## config.mk

```make
export PLATFORM = sky130hd
export DESIGN_NAME = raster_ctrl
export DESIGN_NICKNAME = d
export VERILOG_FILES = /design/src/common/gcu_pkg.sv /design/src/hw/raster_ctrl.sv
export SDC_FILE = /design/constraint.sdc
export NUM_CORES = 1
export LEC_CHECK = 0
export ABC_AREA = 0
export BUFFER_PORTS_ARGS = -buffer_cell sky130_fd_sc_hd__buf_2
export CORE_MARGIN = 2
export CORE_UTILIZATION = 46
export DETAILED_ROUTE_END_ITERATION = 8
export PLACE_DENSITY_LB_ADDON = 0.12
export SLEW_MARGIN = 20
export SYNTH_ARGS = -nofsm -noshare
export SYNTH_HDL_FRONTEND = slang
export SYNTH_SLANG_ARGS = --single-unit
```

## constraint.sdc

```tcl
create_clock -name CLK96 -period 2.76 [get_ports CLK96]
set_clock_uncertainty 0.05 [all_clocks]
set_input_delay 0.138 -clock CLK96 [delete_from_list [all_inputs] [get_ports CLK96]]
set_output_delay 0.138 -clock CLK96 [all_outputs]
set_load 0.02 [all_outputs]
```

## src/common/gcu_pkg.sv

```systemverilog
/*
 * shared widths, types, register numbers, layer address map and raster
 * constants of the graphics controller core; imported by every RTL block
 */
`default_nettype none

package gcu_pkg;

    // cpu bus and ram word
    localparam int WORD_W = 16;
    typedef logic [WORD_W-1:0] word_t;

    // main video ram, the pointer lives at this width
    localparam int VRAM_AW = 13;
    typedef logic [VRAM_AW-1:0] vram_addr_t;

    localparam int SCROLL_AW = 11;
    localparam int SPRITE_AW = 10;

    // low 13 bits of the written word, signed
    localparam int SCROLL_W = 13;
    typedef logic signed [SCROLL_W-1:0] scroll_t;

    localparam int POS_W = 9;

    // register numbers, bit 7 aliases the layer registers
    localparam logic [7:0] REG_NUM_MASK  = 8'h8F;
    localparam logic [7:0] REG_BG_X      = 8'h00;
    localparam logic [7:0] REG_BG_Y      = 8'h01;
    localparam logic [7:0] REG_FG_X      = 8'h02;
    localparam logic [7:0] REG_FG_Y      = 8'h03;
    localparam logic [7:0] REG_TXT_X     = 8'h04;
    localparam logic [7:0] REG_TXT_Y     = 8'h05;
    localparam logic [7:0] REG_SPR_X     = 8'h06;
    localparam logic [7:0] REG_SPR_Y     = 8'h07;
    localparam logic [7:0] REG_IRQ_ACK_A = 8'h0E;
    localparam logic [7:0] REG_IRQ_ACK_B = 8'h0F;
    localparam logic [7:0] REG_IRQ_ACK_C = 8'h8F;

    // layer map inside the main ram; above SPR_END only the main ram is written
    localparam vram_addr_t SCR0_BASE = 13'h0000;
    localparam vram_addr_t SCR1_BASE = 13'h0800;
    localparam vram_addr_t SCR2_BASE = 13'h1000;
    localparam vram_addr_t SPR_BASE  = 13'h1800;
    localparam vram_addr_t SPR_END   = 13'h1C00;

    // line where the vertical interrupt fires
    localparam logic [POS_W-1:0] VINT_LINE = 9'h0E6;

    // per-layer scroll offsets, consumed by the renderers
    localparam scroll_t BG_XOFFS  = -13'sh1D6;
    localparam scroll_t BG_YOFFS  = -13'sh1EF;
    localparam scroll_t FG_XOFFS  = -13'sh1D8;
    localparam scroll_t FG_YOFFS  = -13'sh1EF;
    localparam scroll_t TXT_XOFFS = -13'sh1DA;
    localparam scroll_t TXT_YOFFS = -13'sh1EF;
    localparam scroll_t SPR_XOFFS = 13'sh024;
    localparam scroll_t SPR_YOFFS = 13'sh001;

endpackage

`default_nettype wire

```

## src/hw/raster_ctrl.sv

```systemverilog
/*
 * sync and blank compares against the programmed bounds, and the
 * active-low vertical interrupt raised at VINT_LINE
 */
`timescale 1ns/1ns
`default_nettype none

module raster_ctrl (
    input  logic                      CLK96,
    input  logic                      RESET96,
    input  logic [gcu_pkg::POS_W-1:0] h,
    input  logic [gcu_pkg::POS_W-1:0] v,
    input  logic [gcu_pkg::POS_W-1:0] hs_start,
    input  logic [gcu_pkg::POS_W-1:0] hs_end,
    input  logic [gcu_pkg::POS_W-1:0] vs_start,
    input  logic [gcu_pkg::POS_W-1:0] vs_end,
    input  logic                      irq_ack,
    output logic                      hsync,
    output logic                      vsync,
    output logic                      fblank,
    output logic                      vint
);
    import gcu_pkg::*;

    // hsync window is open at both ends, vsync window closed
    assign hsync  = !(h > hs_start && h < hs_end);
    assign vsync  = !(v >= vs_start && v <= vs_end);
    assign fblank = hsync && vsync;

    // ack wins over the interrupt line
    always_ff @(posedge CLK96 or posedge RESET96) begin
        if (RESET96) begin
            vint <= 1'b1;
        end else if (irq_ack) begin
            vint <= 1'b1;
        end else if (v == VINT_LINE) begin
            vint <= 1'b0;
        end
    end

endmodule

`default_nettype wire

```

==> summary.md, run 1 <==
| Metric | Value |
|---|---|
| Status | completed |
| Finish-stage setup viols | 0 |
| Unrepaired setup endpoints after global routing | no |
| Data required, critical path | 2.57 ns |
| ANT cells | 0 |
| Syn Nets | 220 |
| Reg2Reg Depth | 1 |
| Delay-heaviest family, CP | compound AO/OA/AOI/OAI gates |
| Fill cell count | 190 |
| Worst-Skew Late Latency | 0 ns |
| Worst path bufs/invs | 2 |
| CP max-delay cell | ha_1 |
| Final Slew Violations | 0 |
| WL/cell | 9.43 µm |
| Global-route wire length before repair | 3650 µm |
| Resized Gates After CTS | 0 |
| Rel. slew slack | 68.9% |
| VDD IR-drop max | 0.000127 V |
| Layout cells sized above 1 | 34.0% |
| Total Die Area | 0.00243 mm² |
| Syn Std Cell Area | 942 µm² |
| Async S/R FF share, synth | 100% |
| Largest net degree at the start of global routing | 4 |
| R2r startpoint | vint$_DFFE_PP1P_ |
| Largest register FFs | 1 |
| Initial antenna violation count | 0 |
| Most used cell, CP | buf_2 |
| 1st-iter DRT viols | 8 |
| Tmin final | 1.79 ns |
| Synth Register Bits | 1 |
| Die Y | 49.3 µm |
| Overflow after GRT | 0 |
| Core ar. | 0.00194 mm² |
| Setup bufs post-CTS | 0 |
| Pwr per Cell Area | 144 mW/mm² |
| Syn avg cell area | 7.36 µm² |
| Final Hold Fails | 0 |
| Setup_tns | 0 ns |
| Drt drc | 0 |
| LEAKAGE | 0.000849 µW |
| Crit path max fanout | 3 |
| Vias/cell | 4.71 |
| Final Wtd Congestion | 0.823 |
| WL final | 2030 µm |
| Period utilization | 64.8% |
| Post-synthesis sequential area ratio | 2.79% |
| Post-synth EDFFs | 0 |
| Syn. warnings | 0 |
| Largest stage delay, worst path | 0.32 ns |
| # nets final | 282 |
| PortBufs | 60 |
| Worst reg2reg setup slack | 2.03 ns |
| Rows | 16 |
| Maximum Capacitance Violations | 0 |
| Critical path launch point type | primary input |
| Reg2reg end | vint$_DFFE_PP1P_ |
| Fmax | 0.559 GHz |
| Initial core utilization | 48.5% |
| Crit path cell chain | buf_2, ha_1, and4_4, nand4_2, o221ai_1, o22ai_1, a32oi_1, buf_2 |
| Hold Crit Class | in2async |
| GRT Util Overall | 17.9% |
| Via Count | 1013 |
| DPL Wire Length | 1950 µm |
| WHS | 0.0905 ns |
| WP data arrival | 1.60 ns |
| Post-DRT Antenna Nets | 0 |
| Die width | 49.3 µm |
| Biggest regs | vint (1) |
| # hold bufs at CTS | 0 |
| Netlist cell types | 28 |
| Worst-path clk slew | 0 ns |
| Worst Max-Slew Pin Slew | 0.460 ns |
| Synthesized netlist cell count | 128 |
| Length of the first detailed-routing pass in iterations | 3 |
| Crit path kind | in2out |
| I/O pin cnt | 61 |
| Top_reg_cell synth | dfstp_2 |
| Vias in the first global route | 970 |
| Largest Register | vint |
| Area grow syn2layout | 35.5% |
| Critical Path End Type | output port |
| Final core utilization | 65.7% |
-- cell usage in the layout (no fill, tap or decap), types with 4 or more instances in the layout --
cell type / instances
a21o_1: 6
buf_2: 60
nor2_1: 4
o21ai_0: 4
nand2_1: 5
inv_1: 36
a21oi_1: 11
nand3_1: 4
ha_1: 35
-- stage by stage --
stage	total power, µW	setup slack, ns	area, µm²	instances
2_1_floorplan	115	1.12	942	128
3_3_place_gp	181	0.999	1280	215
3_5_place_dp	186	0.953	1280	215
4_1_cts	187	0.950	1280	215
5_1_grt	212	0.860	1280	215
6_report	184	0.973	1280	215
-- worst max-delay path by stage --
stage,start,cells after the start,to,slack (ns)
floorplan,vs_end[7],7,fblank,1.12
global placement,v[7],8,fblank,1.0
detailed placement,v[7],8,fblank,0.95
CTS,v[7],8,fblank,0.95
global route,v[7],8,fblank,0.86
finish,v[7],8,fblank,0.97
-- cell families (layout without fill, tap and decap cells) --
family	Yosys count	count (layout)	synth area share (%)
AND/OR/NAND/NOR	24	24	15.0
flip-flops	1	1	2.79
adder cells (fa/ha/maj)	35	35	46.5
buffers and inverters	37	97	14.7
AO/OA/AOI/OAI	31	31	21.0
-- area by class of cell --
class | count | area, µm² | share of cell area [%]
inverters | 37 | 139 | 10.9
multi-input cells | 90 | 777 | 60.9
flip-flops and latches | 1 | 26.3 | 2.06
well taps | 27 | 33.8 | 2.65
repair buffers | 60 | 300 | 23.5
-- cell usage after synthesis, types with 2 or more instances --
library cell / number / area (µm²)
inv_1: 36 / 135
ha_1: 35 / 438
a21oi_1: 11 / 55.1
a21o_1: 6 / 45.0
nand2_1: 5 / 18.8
nand3_1: 4 / 20.0
nor2_1: 4 / 15.0
o21ai_0: 4 / 20.0
nand4_1: 2 / 12.5
nor2b_1: 2 / 12.5
o21a_1: 2 / 15.0
-- metal layers --
| layer | wire (µm) | vias up | track usage, % |
|---|---|---|---|
| met1 | 989 | 421 | 24.3 |
| met2 | 944 | 31 | 33.3 |
| met3 | 94 | 0 | 0 |
| met4 | 0 | 0 | 0 |
| li1 | - | 561 | - |
| met5 | 0 | - | 0 |
-- power breakdown --
group / internal (µW) / switching, µW
sequential: 15.0 / 0.0178
combinational: 85.6 / 83.4
clock: 0 / 0
Power figures use the tool's default switching activity.
==> run 2, diff against run 1 <==
--- a/config.mk
+++ b/config.mk
@@ -8,7 +8,7 @@
 export ABC_AREA = 0
 export BUFFER_PORTS_ARGS = -buffer_cell sky130_fd_sc_hd__buf_2
 export CORE_MARGIN = 2
-export CORE_UTILIZATION = 46
+export CORE_UTILIZATION = 38
 export DETAILED_ROUTE_END_ITERATION = 8
 export PLACE_DENSITY_LB_ADDON = 0.12
 export SLEW_MARGIN = 20
==> constraint.sdc (replaced) <==
create_clock -name CLK96 -period 1.6 [get_ports CLK96]
set_clock_uncertainty 0.05 [all_clocks]
set_input_delay 0.08 -clock CLK96 [delete_from_list [all_inputs] [get_ports CLK96]]
set_output_delay 0.08 -clock CLK96 [all_outputs]
set_load 0.02 [all_outputs]
==> run 2 against run 1 <==
Effect of this change: sequential power is 73% higher; register-to-register slack worse by 1.2 ns; final cell count rose by 4.7%; hold slack got worse by 0.063 ns; core utilization is 1.0 points lower; die area is 19% higher; critical path depth increased by 1; sequential share of layout area decreased by 0.37 points; via count rose by 8.2%; combinational power rose by 130%; design area rose by 22%; critical endpoint unchanged; largest power group unchanged.
==> summary.md, run 2 (same netlist as run 1, synthesis figures left out) <==
| Metric | Value |
|---|---|
| Status | completed |
| Fmax | 0.633 GHz |
| Worst-path clk slew | 0 ns (unchanged) |
| ANT cells | 0 (unchanged) |
| Fill cell count | 220 (+16%) |
| Tmin final | 1.58 ns |
| WP data arrival | 1.45 ns (-0.15 ns) |
| VDD IR-drop max | 0.000184 V (+45%) |
| I/O pin cnt | 61 (unchanged) |
| Period utilization | 98.7% |
| Area after DPL | 0.00133 mm² (+3.8%) |
| Overflow after GRT | 0 (unchanged) |
| Pwr Total | 420 µW (+130%) |
| Critical Path End Type | output port |
| Worst Max-Slew Pin Slew | 0.277 ns (-0.183 ns) |
| Switching portion of total power | 44.6% (-0.76 points) |
| Die width | 53.8 µm (+9.2%) |
| Internal power | 233 µW (+130%) |
| PortBufs | 60 (unchanged) |
| Vias in the first global route | 1017 (+4.8%) |
| GRT Util Overall | 17.0% (-0.92 points) |
| Total Die Area | 0.00289 mm² (+19%) |
| Rel. slew slack | 81.4% (+12 points) |
| Pwr per Cell Area | 269 mW/mm² (+87%) |
| Die Y | 53.8 µm (+9.2%) |
| LEAKAGE | 0.000899 µW (+5.9%) |
| Critical path launch point type | primary input |
| Finish-stage setup viols | 0 (unchanged) |
| Worst reg2reg setup slack | 0.88 ns (-1.15 ns) |
| Combinational share of power | 93.8% (+2.0 points) |
| 1st-iter DRT viols | 12 (+4) |
| Initial core utilization | 39.1% (-9.4 points) |
| Largest net degree at the start of global routing | 4 (unchanged) |
| Final instance area | 0.00156 mm² (+22%) |
| Post-DRT Antenna Nets | 0 (unchanged) |
| Area grow syn2layout | 65.5% |
| Global-route wire length before repair | 3800 µm (+4.0%) |
| Worst-Skew Late Latency | 0 ns (unchanged) |
| Largest register FFs | 1 (unchanged) |
| WL/cell | 11.5 µm (+22%) |
| Final Slew Violations | 0 (unchanged) |
| Final Hold Fails | 0 (unchanged) |
| Leading cell type in the layout, fill and taps excluded | buf_2 |
| Reg2Reg Depth | 1 (unchanged) |
| WHS | 0.0273 ns (-0.0631 ns) |
| Vias/cell | 4.87 (+3.4%) |
| Largest Register | vint |
| Most frequent cells in the layout | buf_2, inv_1, ha_1 |
| Drt drc | 0 (unchanged) |
| Unrepaired setup endpoints after global routing | yes |
| Length of the first detailed-routing pass in iterations | 3 (unchanged) |
| NetSw | 187 µW (+120%) |
| DP Worst Slack | -0.117 ns (-1.07 ns) |
| Final Wtd Congestion | 0.771 (-6.4%) |
| Hold Crit Class | in2async |
| Initial antenna violation count | 0 (unchanged) |
| Rows | 18 (+2) |
| WL final | 2600 µm (+28%) |
| DPL Wire Length | 2180 µm (+12%) |
| PnR worst setup slack | 0.0207 ns (-0.952 ns) |
| Via Count | 1096 (+8.2%) |
| Data required, critical path | 1.47 ns (-1.10 ns) |
| Crit path kind | in2out |
| Core ar. | 0.00241 mm² (+24%) |
| Final core utilization | 64.7% (-1.0 points) |
| Reg power frac | 6.2% (-2.0 points) |
| # nets final | 289 (+2.5%) |
| Layout cells sized above 1 | 49.2% (+15 points) |
| Clock share of power | 0% (unchanged) |
| # hold bufs at CTS | 0 (unchanged) |
| Maximum Capacitance Violations | 0 (unchanged) |
| Crit path max fanout | 3 (unchanged) |
| Biggest regs | vint (1) |
==> run 2: cell types whose count changed in the layout (fill, tap and decap cells not counted), moves of 3 or more <==
cell	before	now
buf_4	0	9
a21oi_2	0	3
o21ai_1	1	4
buf_2	60	51
inv_2	1	6
buf_6	0	7
o21ai_0	4	0
a21oi_1	11	8
inv_1	36	30
ha_4	0	9
ha_1	35	26
==> run 2: layer usage <==
| layer | track usage [%] | vias to the layer above | wire length, µm |
|---|---|---|---|
| li1 | - | 577 | - |
| met1 | 18.0 | 482 | 1020 |
| met2 | 36.6 | 35 | 1420 |
| met3 | 0.556 | 2 | 139 |
| met4 | 1.71 | 0 | 15 |
| met5 | 0 | - | 0 |
==> run 2: cell type report <==
cell class / count / area [µm²] / area share, %
Multi-Input combinational cell: 90 / 952 / 61.1
Timing Repair Buffer: 67 / 402 / 25.8
Inverter: 37 / 141 / 9.07
Tap cell: 30 / 37.5 / 2.41
Sequential cell: 1 / 26.3 / 1.69
==> run 2: worst max-delay path: stages <==
cell	delay, ns
buf_6	0.08
inv_4	0.03
ha_4	0.25
and4_4	0.26
nand4_4	0.09
o221ai_2	0.18
o22ai_2	0.09
a32oi_1	0.21
buf_4	0.18
==> run 2: what timing repair did <==
action / in CTS / in global routing
pin swaps: 7 / 13
buffers inserted: 0 / 1
gates resized for setup: 12 / 32
endpoints found under the setup margin: 2 / 2
gates cloned: 0 / 0
==> run 2: power by group through the flow <==
stage	logic, µW	registers, µW	clock network (µW)
floorplan	172	26.0	0
global placement	298	25.9	0
detailed placement	312	25.9	0
CTS	337	25.9	0
global route	444	25.9	0
finish	394	25.9	0
==> run 2: through the flow <==
stage,setup TNS [ns],std cells
6_report,0,225
5_1_grt,-0.0555,225
4_1_cts,0,224
3_5_place_dp,-0.170,224
3_3_place_gp,-0.0359,224
2_1_floorplan,0,128
==> run 2: final timing paths <==
check,to,from
max in group asynchronous,vint$_DFFE_PP1P_,RESET96
worst max-delay path,fblank,vs_end[7]
worst min register to register,vint$_DFFE_PP1P_,vint$_DFFE_PP1P_
worst min-delay path,vint$_DFFE_PP1P_,RESET96
min in group CLK96,vint$_DFFE_PP1P_,irq_ack
worst max register to register,vint$_DFFE_PP1P_,vint$_DFFE_PP1P_
