File: config.mk
export PLATFORM = sky130hd
export DESIGN_NAME = gcu_bus_ctrl_flat
export DESIGN_NICKNAME = d
export VERILOG_FILES = /design/src/common/gcu_pkg.sv /design/src/common/vram_if.sv /design/src/hw/cpu_bus/gcu_bus_ctrl.sv /design/src/flat_wrapper.sv
export SDC_FILE = /design/constraint.sdc
export NUM_CORES = 1
export LEC_CHECK = 0
export ABC_CLOCK_PERIOD_IN_PS = 4680
export BUFFER_PORTS_ARGS = -buffer_cell sky130_fd_sc_hd__buf_2
export CAP_MARGIN = 20
export CELL_PAD_IN_SITES_DETAIL_PLACEMENT = 1
export CELL_PAD_IN_SITES_GLOBAL_PLACEMENT = 2
export CORE_MARGIN = 2
export CORE_UTILIZATION = 30
export CTS_CLUSTER_SIZE = 40
export DETAILED_ROUTE_END_ITERATION = 12
export HOLD_SLACK_MARGIN = 0.06
export PLACE_DENSITY_LB_ADDON = 0.1
export SYNTH_ARGS = -nofsm -noshare
export SYNTH_HDL_FRONTEND = slang
export SYNTH_SLANG_ARGS = --single-unit
File: constraint.sdc
create_clock -name CLK96 -period 4.68 [get_ports CLK96]
set_input_delay 0.234 -clock CLK96 [delete_from_list [all_inputs] [get_ports CLK96]]
set_output_delay 0.234 -clock CLK96 [all_outputs]
set_load 0.01 [all_outputs]
File: src/common/gcu_pkg.sv
/*
 * shared widths, types, register numbers, layer address map and raster
 * constants of the graphics controller core; imported by every RTL block
 */
`default_nettype none

package gcu_pkg;

    // cpu bus and ram word
    localparam int WORD_W = 16;
    typedef logic [WORD_W-1:0] word_t;

    // main video ram, the pointer lives at this width
    localparam int VRAM_AW = 13;
    typedef logic [VRAM_AW-1:0] vram_addr_t;

    localparam int SCROLL_AW = 11;
    localparam int SPRITE_AW = 10;

    // low 13 bits of the written word, signed
    localparam int SCROLL_W = 13;
    typedef logic signed [SCROLL_W-1:0] scroll_t;

    localparam int POS_W = 9;

    // register numbers, bit 7 aliases the layer registers
    localparam logic [7:0] REG_NUM_MASK  = 8'h8F;
    localparam logic [7:0] REG_BG_X      = 8'h00;
    localparam logic [7:0] REG_BG_Y      = 8'h01;
    localparam logic [7:0] REG_FG_X      = 8'h02;
    localparam logic [7:0] REG_FG_Y      = 8'h03;
    localparam logic [7:0] REG_TXT_X     = 8'h04;
    localparam logic [7:0] REG_TXT_Y     = 8'h05;
    localparam logic [7:0] REG_SPR_X     = 8'h06;
    localparam logic [7:0] REG_SPR_Y     = 8'h07;
    localparam logic [7:0] REG_IRQ_ACK_A = 8'h0E;
    localparam logic [7:0] REG_IRQ_ACK_B = 8'h0F;
    localparam logic [7:0] REG_IRQ_ACK_C = 8'h8F;

    // layer map inside the main ram; above SPR_END only the main ram is written
    localparam vram_addr_t SCR0_BASE = 13'h0000;
    localparam vram_addr_t SCR1_BASE = 13'h0800;
    localparam vram_addr_t SCR2_BASE = 13'h1000;
    localparam vram_addr_t SPR_BASE  = 13'h1800;
    localparam vram_addr_t SPR_END   = 13'h1C00;

    // line where the vertical interrupt fires
    localparam logic [POS_W-1:0] VINT_LINE = 9'h0E6;

    // per-layer scroll offsets, consumed by the renderers
    localparam scroll_t BG_XOFFS  = -13'sh1D6;
    localparam scroll_t BG_YOFFS  = -13'sh1EF;
    localparam scroll_t FG_XOFFS  = -13'sh1D8;
    localparam scroll_t FG_YOFFS  = -13'sh1EF;
    localparam scroll_t TXT_XOFFS = -13'sh1DA;
    localparam scroll_t TXT_YOFFS = -13'sh1EF;
    localparam scroll_t SPR_XOFFS = 13'sh024;
    localparam scroll_t SPR_YOFFS = 13'sh001;

endpackage

`default_nettype wire

File: src/common/vram_if.sv
/*
 * video ram access port between the cpu bus controller (host)
 * and the ram block (mem); rdata follows addr by one clock
 */
`timescale 1ns/1ns
`default_nettype none

interface vram_if;
    import gcu_pkg::*;

    logic       we;
    vram_addr_t addr;
    word_t      wdata;
    word_t      rdata;

    modport host (output we, output addr, output wdata, input rdata);
    modport mem (input we, input addr, input wdata, output rdata);

endinterface

`default_nettype wire

File: src/hw/cpu_bus/gcu_bus_ctrl.sv
/*
 * cpu side of the video ram: pointer load, write with auto-increment,
 * and the three-step read. ack is low while a ram access is in flight
 */
`timescale 1ns/1ns
`default_nettype none

module gcu_bus_ctrl (
    input  logic           CLK96,
    input  logic           RESET96,
    input  gcu_pkg::word_t din,
    input  logic           op_set_ram_ptr,
    input  logic           op_write_ram,
    input  logic           op_read_ram_h,
    input  logic           op_read_ram_l,
    output gcu_pkg::word_t dout,
    output logic           ack,
    vram_if.host           vram
);
    import gcu_pkg::*;

    // read sequence steps
    localparam logic [1:0] RD_IDLE = 2'd0;
    localparam logic [1:0] RD_WAIT = 2'd1;
    localparam logic [1:0] RD_LOAD = 2'd2;

    logic [3:0] cmd;
    logic [3:0] last_cmd;
    logic       new_cmd;
    logic       rd_cmd;
    logic [1:0] rd_st;
    vram_addr_t ptr;

    assign cmd     = {op_set_ram_ptr, op_write_ram, op_read_ram_h, op_read_ram_l};
    assign new_cmd = cmd != last_cmd;
    assign rd_cmd  = op_read_ram_h || op_read_ram_l;

    always_ff @(posedge CLK96 or posedge RESET96) begin
        if (RESET96) begin
            last_cmd <= '0;
            ptr      <= '0;
            rd_st    <= RD_IDLE;
            ack      <= 1'b1;
            vram.we  <= 1'b0;
        end else begin
            last_cmd <= cmd;
            if (new_cmd) begin
                // a fresh command level restarts the sequence
                vram.we <= op_write_ram;
                ack     <= !(op_write_ram || rd_cmd);
                rd_st   <= rd_cmd ? RD_WAIT : RD_IDLE;
                if (op_set_ram_ptr) begin
                    ptr <= din[VRAM_AW-1:0];
                end
            end else if (vram.we) begin
                // write lands this edge, step to the next word
                vram.we <= 1'b0;
                ack     <= 1'b1;
                ptr     <= ptr + 1'b1;
            end else if (rd_st == RD_WAIT) begin
                rd_st <= RD_LOAD;
            end else if (rd_st == RD_LOAD) begin
                ack   <= 1'b1;
                rd_st <= RD_IDLE;
            end
        end
    end

    // address, write data and read result
    always_ff @(posedge CLK96) begin
        if (new_cmd && op_write_ram) begin
            vram.addr  <= ptr;
            vram.wdata <= din;
        end else if (new_cmd && rd_cmd) begin
            // read low takes the word after the pointer
            vram.addr <= ptr + vram_addr_t'(op_read_ram_l);
        end
        if (!new_cmd && rd_st == RD_LOAD) begin
            dout <= vram.rdata;
        end
    end

endmodule

`default_nettype wire

File: src/flat_wrapper.sv
// flat-port wrapper written by rule: the top's interface ports become plain ports
module gcu_bus_ctrl_flat import gcu_pkg::*;
  (CLK96, RESET96, din, op_set_ram_ptr, op_write_ram, op_read_ram_h, op_read_ram_l, dout, ack, vram_we, vram_addr, vram_wdata, vram_rdata);
  vram_if vram_i ();
  input  logic CLK96;
  input  logic RESET96;
  input  gcu_pkg::word_t din;
  input  logic op_set_ram_ptr;
  input  logic op_write_ram;
  input  logic op_read_ram_h;
  input  logic op_read_ram_l;
  output gcu_pkg::word_t dout;
  output logic ack;
  output wire logic [$bits(vram_i.we)-1:0] vram_we;
  output wire logic [$bits(vram_i.addr)-1:0] vram_addr;
  output wire logic [$bits(vram_i.wdata)-1:0] vram_wdata;
  input wire logic [$bits(vram_i.rdata)-1:0] vram_rdata;
  assign vram_we = vram_i.we;
  assign vram_addr = vram_i.addr;
  assign vram_wdata = vram_i.wdata;
  assign vram_i.rdata = vram_rdata;
  gcu_bus_ctrl u_core (.CLK96(CLK96), .RESET96(RESET96), .din(din), .op_set_ram_ptr(op_set_ram_ptr), .op_write_ram(op_write_ram), .op_read_ram_h(op_read_ram_h), .op_read_ram_l(op_read_ram_l), .dout(dout), .ack(ack), .vram(vram_i));
endmodule
==> flow_metrics.env, run 1 <==
export IMPL_status="complete, no violations"
export IMPL_drtIter0Drc=63
export IMPL_path_clk_slew_ns=0.08
export IMPL_clk_latency_ns=0.35
export IMPL_first_global_vias=2204
export IMPL_fin_util_pct=41.10
export IMPL_leakagePower_nw=1.535
export IMPL_maxSlewHeadroom_pct=39.23
export IMPL_worstPathCellList="dlygate4sd3_1, buf_2, xor2_1, nor4_2, buf_4, nor2_2"
export IMPL_finalHoldViolations=0
export IMPL_register_area_um2=1878
export IMPL_ys_warn_count=0
export IMPL_grt_use_total_pct=15.55
export IMPL_post_cts_buffers=0
export IMPL_crit_start="op_read_ram_h"
export IMPL_ant_nets=0
export IMPL_ys_seq_area_share_pct=66.36
export IMPL_place_detailed_hpwl_um=4949
export IMPL_syn_nets=251
export IMPL_place_area_um2=3358
export IMPL_row_count=35
export IMPL_synth_edff_count=45
export IMPL_ys_flop_type="edfxtp_1"
export IMPL_cp_slowest_cell="nor2_2"
export IMPL_antennaDiodeCount=0
export IMPL_fmax_mhz=416.7
export IMPL_htreeDepth=3
export IMPL_die_height_um=101.1
export IMPL_async_flop_share_pct=31.82
export IMPL_die_x_um=101.1
export IMPL_synth_seq_cells=66
export IMPL_cp_max_fo=15
export IMPL_dp_slack_ns=2.230
export IMPL_via_count=2112
export IMPL_avgSynthCellArea_um2=13.67
export IMPL_viasPerCell=4.878
export IMPL_worst_slack_ns=2.280
export IMPL_dpl_cell_count=394
export IMPL_yosysUniqueCellTypes=44
export IMPL_cts_made_buffers=9
export IMPL_setup_tns_ns=0
export IMPL_gr_total_overflow=0
export IMPL_peakVddDrop_mv=0.1466
export IMPL_initial_utilization_pct=30.78
export IMPL_syn_area_um2=2830
export IMPL_clock_path_buffers=2
export IMPL_cts_root_buf="clkbuf_8"
export IMPL_finalMaxSlewViolations=0
export IMPL_pin_count=85
export IMPL_maxCapViolCount=0
export IMPL_syn2layout_area_growth_pct=33.55
export IMPL_wl_per_cell_um=17.42
export IMPL_crit_buf_inv=3
export IMPL_drive_above_1_share_pct=36.96
export IMPL_cp_arrival_ns=2.37
export IMPL_critPathKind="in2reg"
export IMPL_nets=361
export IMPL_required_ns=4.65
export IMPL_end_kind="register"
export IMPL_clock_sinks=66
export IMPL_cp_slowest_stage_delay_ns=0.73
export IMPL_cts_tree="yes"
export IMPL_grt_first_pass_wirelength_um=11760
export IMPL_route_detailed_drc=0
export IMPL_routed_wirelength_um=7544
export IMPL_firstDrtPassIters=4
export IMPL_core_um2=9196
export IMPL_holdWs_ns=0.07344
export IMPL_io_buffers=84
export IMPL_min_period_ns=2.400
export IMPL_hp_class="in2async"
export IMPL_skew_ns=0.005974
export IMPL_antenna_found_initial=0
export IMPL_p_total_mw=1.384
export IMPL_grt_max_degree=31
export IMPL_timing_final_crit_share_pct=51.27
export IMPL_critPathLaunchType="primary input"
export IMPL_synthCells=207
export IMPL_setup_violations=0
export IMPL_power_density_nw_per_um2=366.2
export IMPL_multi_input_area_um2=872.1
export IMPL_crit_family="buffers and inverters"
export IMPL_rsz0062_at_grt="no"
export IMPL_worstMarginPinSlew_ns=0.9106
export IMPL_design_area_um2=3780
export IMPL_r2r_start="u_core.last_cmd[3]"
export IMPL_gp_congestion=0.7730
export IMPL_instances_no_fill=433
export IMPL_nFillCells=1007
export IMPL_dieArea_um2=10230
==> report_power, final <==
group / switching [mW] / internal, mW / total, mW
logic: 0.104 / 0.0842 / 0.188
clock network: 0.236 / 0.244 / 0.480
registers: 0.0381 / 0.679 / 0.717
total: 0.377 / 1.01 / 1.38
==> layout by cell type (no fill, tap or decap), drive strengths merged, types with 4 or more instances in the layout <==
cell and n:
nor3 10, edfxtp 45, dfrtp 20, o221a 6, nor4 4, nand2 8
buf 87, ha 6, a21boi 4, inv 9, dlygate4sd3 22, xor2 13
o21ai 8, nor2 14, nand3 6, nand4 9, clkbuf 9
==> cells in the mapped netlist (all sizes together), types with 6 or more instances <==
cell    count  share of area, %
nand4       9               2.0
edfxtp     45                48
nor3       10               1.8
nand3       6               1.1
dfrtp      20                18
ha          6               2.7
o21ai       8               1.4
inv         9               1.2
nor2       14               1.9
o221a       6               2.4
clkbuf      6              0.84
xor2       13               4.0
nand2       8               1.1
==> routing by layer <==
metal / GRT usage, % / wire, µm / part of all wire [%] / up-vias
li1: - / - / - / 1004
met1: 19.96 / 3414 / 45 / 1030
met2: 25.62 / 3588 / 48 / 70
met3: 4.003 / 445 / 5.9 / 8
met4: 5.301 / 96 / 1.3 / 0
met5: 0 / 0 / 0 / -
==> worst register-to-register path: stages (launching register included) <==
cell and delay, ns:
dfrtp_1 0.37, xor2_1 0.42, nor4_2 0.10, buf_4 0.22
nor2_2 0.73
==> flip-flops by register name (all words and copies together), names as in the netlist <==
name / cells
u_core.dout: 16
u_core.vram.wdata: 16
u_core.ptr: 13
u_core.vram.addr: 13
u_core.last_cmd: 4
u_core.rd_st: 2
u_core.ack: 1
u_core.vram.we: 1
==> final timing paths <==
path	end	slack, ns	depth (start not counted)
hold / removal	u_core.ptr[0]	0.07	2
hold reg to reg	u_core.ptr[11]	0.58	1
min in group CLK96	u_core.vram.wdata[7]	0.08	1
max in group asynchronous	u_core.ptr[9]	4.05	2
setup reg to reg	u_core.vram.addr[9]	2.47	4
setup / recovery	u_core.vram.addr[9]	2.28	6
==> cell families after synthesis <==
family,synth area share [%]
AO/OA/AOI/OAI,9.637
XOR/XNOR,4.642
adder cells (fa/ha/maj),2.652
buffers and inverters,3.404
flip-flops,66.36
multiplexers,0.7957
AND/OR/NAND/NOR,12.51
==> layout make-up <==
cell class	instances	share of cell area [%]
well taps	111	3.674
clock buffers	9	3.277
repair buffers	109	17.54
flip-flops and latches	66	49.69
multi-input cells	122	23.07
clock inverters	7	1.854
inverters	9	0.8937
==> repair_timing <==
action | CTS | global route
hold buffers | 21 | 1
setup endpoints to repair | 0 | 0
resized for setup | 0 | 0
endpoints found under the hold margin | 21 | 1
(Power assumes the default switching activity.)
==> inputs of run 2 (changes only) <==
--- a/config.mk
+++ b/config.mk
@@ -5,7 +5,7 @@
 export SDC_FILE = /design/constraint.sdc
 export NUM_CORES = 1
 export LEC_CHECK = 0
-export ABC_CLOCK_PERIOD_IN_PS = 4680
+export ABC_CLOCK_PERIOD_IN_PS = 2060
 export BUFFER_PORTS_ARGS = -buffer_cell sky130_fd_sc_hd__buf_2
 export CAP_MARGIN = 20
 export CELL_PAD_IN_SITES_DETAIL_PLACEMENT = 1
==> constraint.sdc (replaced) <==
create_clock -name CLK96 -period 2.06 [get_ports CLK96]
set_input_delay 0.103 -clock CLK96 [delete_from_list [all_inputs] [get_ports CLK96]]
set_output_delay 0.103 -clock CLK96 [all_outputs]
set_load 0.01 [all_outputs]
==> run 2 against run 1 <==
  * Wire length increased by 11%
  * Cell area is 8.7% higher
  * Flip-flop and latch count unchanged
  * Register-to-register slack got worse by 2.3 ns
  * First-iteration DRC count rose by 19%
  * Clock power increased by 110%
  * Die area did not move
  * Combinational power increased to 2.9 times the previous value
  * Hold slack better by 0.26 ns
  * Non-clock buffer count grew 30
  * Critical endpoint is now u_core.vram.addr[5]
==> flow_metrics.env, run 2 (synthesis gave the netlist of run 1 again) <==
export IMPL_status="complete, no violations"
export IMPL_finalHoldViolations=0
export IMPL_hp_class="in2async"
export IMPL_dieArea_um2=10230
export IMPL_grt_first_pass_wirelength_um=12920
export IMPL_clk_latency_ns=0.35
export IMPL_first_global_vias=2397
export IMPL_place_area_um2=3475
export IMPL_cp_max_fo=7
export IMPL_timing_final_crit_share_pct=96.87
export IMPL_p_total_mw=3.153
export IMPL_top_regs="u_core.dout: 16 flops, u_core.vram.wdata: 16 flops"
export IMPL_fmax_mhz=501.1
export IMPL_required_ns=2.16
export IMPL_critPathLaunchType="primary input"
export IMPL_skew_ns=0.007623
export IMPL_leakagePower_nw=1.680
export IMPL_clock_sinks=66
export IMPL_nFillCells=1012
export IMPL_grt_use_total_pct=17.08
export IMPL_firstDrtPassIters=4
export IMPL_wl_per_cell_um=18.08
export IMPL_design_area_um2=4110
export IMPL_core_um2=9196
export IMPL_finalMaxSlewViolations=0
export IMPL_final_common_cell="buf_2"
export IMPL_grt_max_degree=22
export IMPL_power_density_nw_per_um2=767.0
export IMPL_cts_root_buf="clkbuf_8"
export IMPL_holdWs_ns=0.3354
export IMPL_route_detailed_drc=0
export IMPL_die_height_um=101.1
export IMPL_worst_slack_ns=0.06457
export IMPL_setup_tns_ns=0
export IMPL_gp_congestion=0.7258
export IMPL_via_count=2306
export IMPL_nets=392
export IMPL_cts_made_buffers=9
export IMPL_drtIter0Drc=75
export IMPL_htreeDepth=3
export IMPL_final_cell_mix="buf_2, edfxtp_1, dlygate4sd3_1"
export IMPL_syn2layout_area_growth_pct=45.23
export IMPL_viasPerCell=4.970
export IMPL_cp_arrival_ns=2.10
export IMPL_cts_tree="yes"
export IMPL_drive_above_1_share_pct=40.23
export IMPL_instances_no_fill=464
export IMPL_rr_worst_depth=5
export IMPL_clock_path_buffers=2
export IMPL_r2r_slack_ns=0.14
export IMPL_maxCapViolCount=0
export IMPL_initial_utilization_pct=30.78
export IMPL_critPathKind="in2reg"
export IMPL_pin_count=85
export IMPL_antenna_found_initial=0
export IMPL_worstMarginPinSlew_ns=0.4710
export IMPL_min_period_ns=1.995
export IMPL_ant_nets=0
export IMPL_place_detailed_hpwl_um=5661
export IMPL_io_buffers=84
export IMPL_dp_slack_ns=0.07748
export IMPL_dpl_cell_count=409
export IMPL_r2r_start="u_core.last_cmd[1]"
export IMPL_setup_violations=0
export IMPL_routed_wirelength_um=8388
export IMPL_fin_util_pct=44.69
export IMPL_path_clk_slew_ns=0.08
export IMPL_die_x_um=101.1
export IMPL_gr_total_overflow=0
export IMPL_peakVddDrop_mv=0.2499
export IMPL_r2r_end="u_core.vram.addr[5]"
export IMPL_antennaDiodeCount=0
export IMPL_end_kind="register"
export IMPL_maxSlewHeadroom_pct=68.49
export IMPL_row_count=35
==> run 2: cell types whose count changed in the layout (fill, tap and decap cells not counted), moves of 2 or more <==
cell	previous run	this run
dlygate4sd3_1	22	37
buf_4	3	16
xor2_1	13	10
xor2_2	0	3
inv_6	0	2
==> run 2: how the worst max path moves through the flow <==
| stage | start | endpoint | cells after the start | slack (ns) |
|---|---|---|---|---|
| 2_1_floorplan | u_core.last_cmd[3] | u_core.vram.addr[0] | 4 | 0.06 |
| 3_3_place_gp | u_core.last_cmd[1] | u_core.vram.addr[3] | 5 | 0.13 |
| 3_5_place_dp | u_core.last_cmd[1] | u_core.vram.addr[10] | 4 | 0.08 |
| 4_1_cts | op_read_ram_h | u_core.vram.addr[4] | 7 | 0.003 |
| 5_1_grt | op_read_ram_h | u_core.vram.addr[4] | 7 | -0.0002 |
| 6_report | op_read_ram_h | u_core.vram.addr[5] | 7 | 0.06 |
==> run 2: power by group <==
| part | switching (mW) | internal, mW | total (mW) |
|---|---|---|---|
| sequential | 0.0691 | 1.54 | 1.61 |
| clock | 0.561 | 0.444 | 1.01 |
| combinational | 0.287 | 0.250 | 0.537 |
==> run 2: what timing repair did <==
item | in CTS | in global routing
hold buffers | 37 | 0
setup endpoints to repair | 0 | 24
setup buffers | 0 | 1
gates resized for setup | 0 | 12
hold endpoints to repair | 61 | 0
==> run 2: area by class of cell <==
cell class,count,area [µm²],share of cell area (%)
inverters,9,33.78,0.8219
flip-flops and latches,66,1878,45.69
well taps,111,138.9,3.379
multi-input cells,123,939.7,22.86
clock inverters,7,53.80,1.309
repair buffers,139,942.2,22.92
clock buffers,9,123.9,3.014
==> run 2: worst max-delay path, stage by stage <==
cell,delay (ns)
dlygate4sd3_1,0.53
buf_2,0.16
xor2_2,0.24
o41a_4,0.60
buf_4,0.16
nor3_1,0.21
xor2_1,0.09
==> run 2: layer usage <==
metal / GRT usage (%) / up-vias / part of all wire, %
met2: 26.49 / 75 / 46
met5: 0 / - / 0
li1: - / 1068 / -
met4: 5.301 / 0 / 1.3
met3: 3.865 / 11 / 4.3
met1: 23.96 / 1152 / 49
==> inputs of run 3 (changes only) <==
--- a/config.mk
+++ b/config.mk
@@ -8,8 +8,8 @@
 export ABC_CLOCK_PERIOD_IN_PS = 2060
 export BUFFER_PORTS_ARGS = -buffer_cell sky130_fd_sc_hd__buf_2
 export CAP_MARGIN = 20
-export CELL_PAD_IN_SITES_DETAIL_PLACEMENT = 1
-export CELL_PAD_IN_SITES_GLOBAL_PLACEMENT = 2
+export CELL_PAD_IN_SITES_DETAIL_PLACEMENT = 0
+export CELL_PAD_IN_SITES_GLOBAL_PLACEMENT = 1
 export CORE_MARGIN = 2
 export CORE_UTILIZATION = 30
 export CTS_CLUSTER_SIZE = 40
==> run 3 against run 2 <==
  * Clock skew increased by 0.0011 ns
  * Largest cell class unchanged
  * Highest routed layer unchanged
  * Non-clock buffer count decreased by 1
  * Global-route usage shrank 1.9 points
  * Total power grew 2.5%
  * Clock-buffer cell count unchanged
  * Sequential power about the same
  * Cell count down 0.43%
  * Cell area shrank 0.97%
  * Maximum frequency increased by 1.3%
  * Die area did not move
  * Register-to-register slack improved by 0.03 ns
  * Flip-flop and latch count is the same
==> flow_metrics.env, run 3 (synthesis gave the netlist of run 1 again) <==
export IMPL_status="complete, no violations"
export IMPL_ant_nets=0
export IMPL_critPathLaunchType="primary input"
export IMPL_end_kind="register"
export IMPL_nFillCells=905
export IMPL_clk_latency_ns=0.35
export IMPL_drtIter0Drc=91
export IMPL_row_count=35
export IMPL_worstHoldStart="op_read_ram_h"
export IMPL_hold_depth=3
export IMPL_io_buffers=84
export IMPL_final_common_cell="buf_2"
export IMPL_route_detailed_drc=0
export IMPL_dieArea_um2=10230
export IMPL_via_count=2181
export IMPL_cts_root_buf="clkbuf_8"
export IMPL_skew_ns=0.008674
export IMPL_critPathKind="in2reg"
export IMPL_maxCapViolCount=0
export IMPL_clock_path_buffers=2
export IMPL_r2r_slack_ns=0.17
export IMPL_hold_end="u_core.rd_st[0]"
export IMPL_nets=390
export IMPL_gr_total_overflow=0
export IMPL_required_ns=2.30
export IMPL_first_global_vias=2175
export IMPL_timing_final_crit_share_pct=95.60
export IMPL_cp_arrival_ns=2.21
export IMPL_rsz0062_at_grt="no"
export IMPL_cp_slowest_cell="dlygate4sd3_1"
export IMPL_cts_made_buffers=9
export IMPL_fmax_mhz=507.8
export IMPL_cp_max_fo=15
export IMPL_grt_first_pass_wirelength_um=11650
export IMPL_initial_utilization_pct=30.78
export IMPL_cp_slowest_stage_delay_ns=0.52
export IMPL_viasPerCell=4.721
export IMPL_gp_congestion=0.7335
export IMPL_place_detailed_hpwl_um=4932
export IMPL_holdWs_ns=0.08557
export IMPL_place_area_um2=3475
export IMPL_cts_tree="yes"
export IMPL_setup_violations=0
export IMPL_routed_wirelength_um=7252
export IMPL_worstPathCellList="dlygate4sd3_1, buf_2, xor2_1, buf_4, or4_1, buf_6, and3_2, a211o_1"
export IMPL_min_period_ns=1.969
export IMPL_finalHoldViolations=0
export IMPL_design_area_um2=4070
export IMPL_syn2layout_area_growth_pct=43.81
export IMPL_htreeDepth=3
export IMPL_leakagePower_nw=1.674
export IMPL_worstMarginPinSlew_ns=0.4599
export IMPL_peakVddDrop_mv=0.3420
export IMPL_path_clk_slew_ns=0.08
export IMPL_power_density_nw_per_um2=794.2
export IMPL_wl_per_cell_um=15.70
export IMPL_clock_sinks=66
export IMPL_antennaDiodeCount=0
export IMPL_r2r_end="u_core.vram.addr[9]"
export IMPL_drive_above_1_share_pct=38.46
export IMPL_register_area_um2=1878
export IMPL_die_height_um=101.1
export IMPL_firstDrtPassIters=4
export IMPL_post_cts_buffers=0
export IMPL_pin_count=85
export IMPL_hp_class="in2reg"
export IMPL_rr_worst_depth=4
export IMPL_r2r_start="u_core.last_cmd[1]"
export IMPL_multi_input_area_um2=884.6
export IMPL_finalMaxSlewViolations=0
export IMPL_antenna_found_initial=0
export IMPL_grt_max_degree=22
export IMPL_setup_tns_ns=0
export IMPL_grt_use_total_pct=15.21
export IMPL_maxSlewHeadroom_pct=69.24
export IMPL_final_cell_mix="buf_2, edfxtp_1, dlygate4sd3_1"
export IMPL_top_regs="u_core.dout: 16 flops, u_core.vram.wdata: 16 flops"
export IMPL_core_um2=9196
export IMPL_die_x_um=101.1
[run 3: area by class of cell]
class | count | share of cell area (%)
repair buffers | 138 | 22.96
clock buffers | 9 | 3.043
well taps | 111 | 3.412
multi-input cells | 122 | 21.73
inverters | 9 | 0.8300
clock inverters | 7 | 1.875
flip-flops and latches | 66 | 46.14
[run 3: worst max-delay path by stage]
| stage | start | end | slack [ns] | depth (start not counted) |
|---|---|---|---|---|
| 6_report | op_read_ram_l | u_core.ptr[11] | 0.09 | 8 |
| 5_1_grt | op_read_ram_l | u_core.ptr[8] | 0.008 | 8 |
| 4_1_cts | u_core.last_cmd[1] | u_core.vram.addr[9] | 0.01 | 4 |
| 3_5_place_dp | u_core.last_cmd[1] | u_core.vram.addr[9] | 0.005 | 4 |
| 3_3_place_gp | u_core.last_cmd[1] | u_core.vram.addr[4] | 0.06 | 5 |
| 2_1_floorplan | u_core.last_cmd[3] | u_core.vram.addr[0] | 0.06 | 4 |
[run 3: layer usage]
layer | share of wire (%) | vias to the layer above | track usage [%]
li1 | - | 1064 | -
met1 | 50 | 1046 | 21.17
met2 | 44 | 61 | 23.03
met3 | 5.1 | 10 | 4.693
met4 | 1.1 | 0 | 4.366
met5 | 0 | - | 0
[run 3: power breakdown]
part | internal, mW | total (mW) | switching (mW)
registers | 1.54 | 1.62 | 0.0751
clock network | 0.567 | 1.12 | 0.557
logic | 0.240 | 0.492 | 0.252
total | 2.35 | 3.23 | 0.884
[run 3: critical path: cells and delay by family]
family                 cells  cell delay, ns
AND/OR/NAND/NOR            2            0.66
AO/OA/AOI/OAI              1            0.22
XOR/XNOR                   1            0.19
buffers and inverters      4            1.04
[run 3: repair_timing]
action | in CTS | in global routing
resized for setup | 0 | 4
hold endpoints to repair | 64 | 0
hold buffers | 37 | 0
endpoints found under the setup margin | 0 | 6
[run 3: through the flow]
step,power [mW],setup WS [ns],instances,util [%]
detailed placement,2.085,0.005327,409,37.78
floorplan,1.869,0.06425,207,-
CTS,3.259,0.01284,462,43.99
finish,3.232,0.09073,462,44.26
global placement,2.081,0.05885,409,37.78
global route,3.393,0.007559,462,44.26
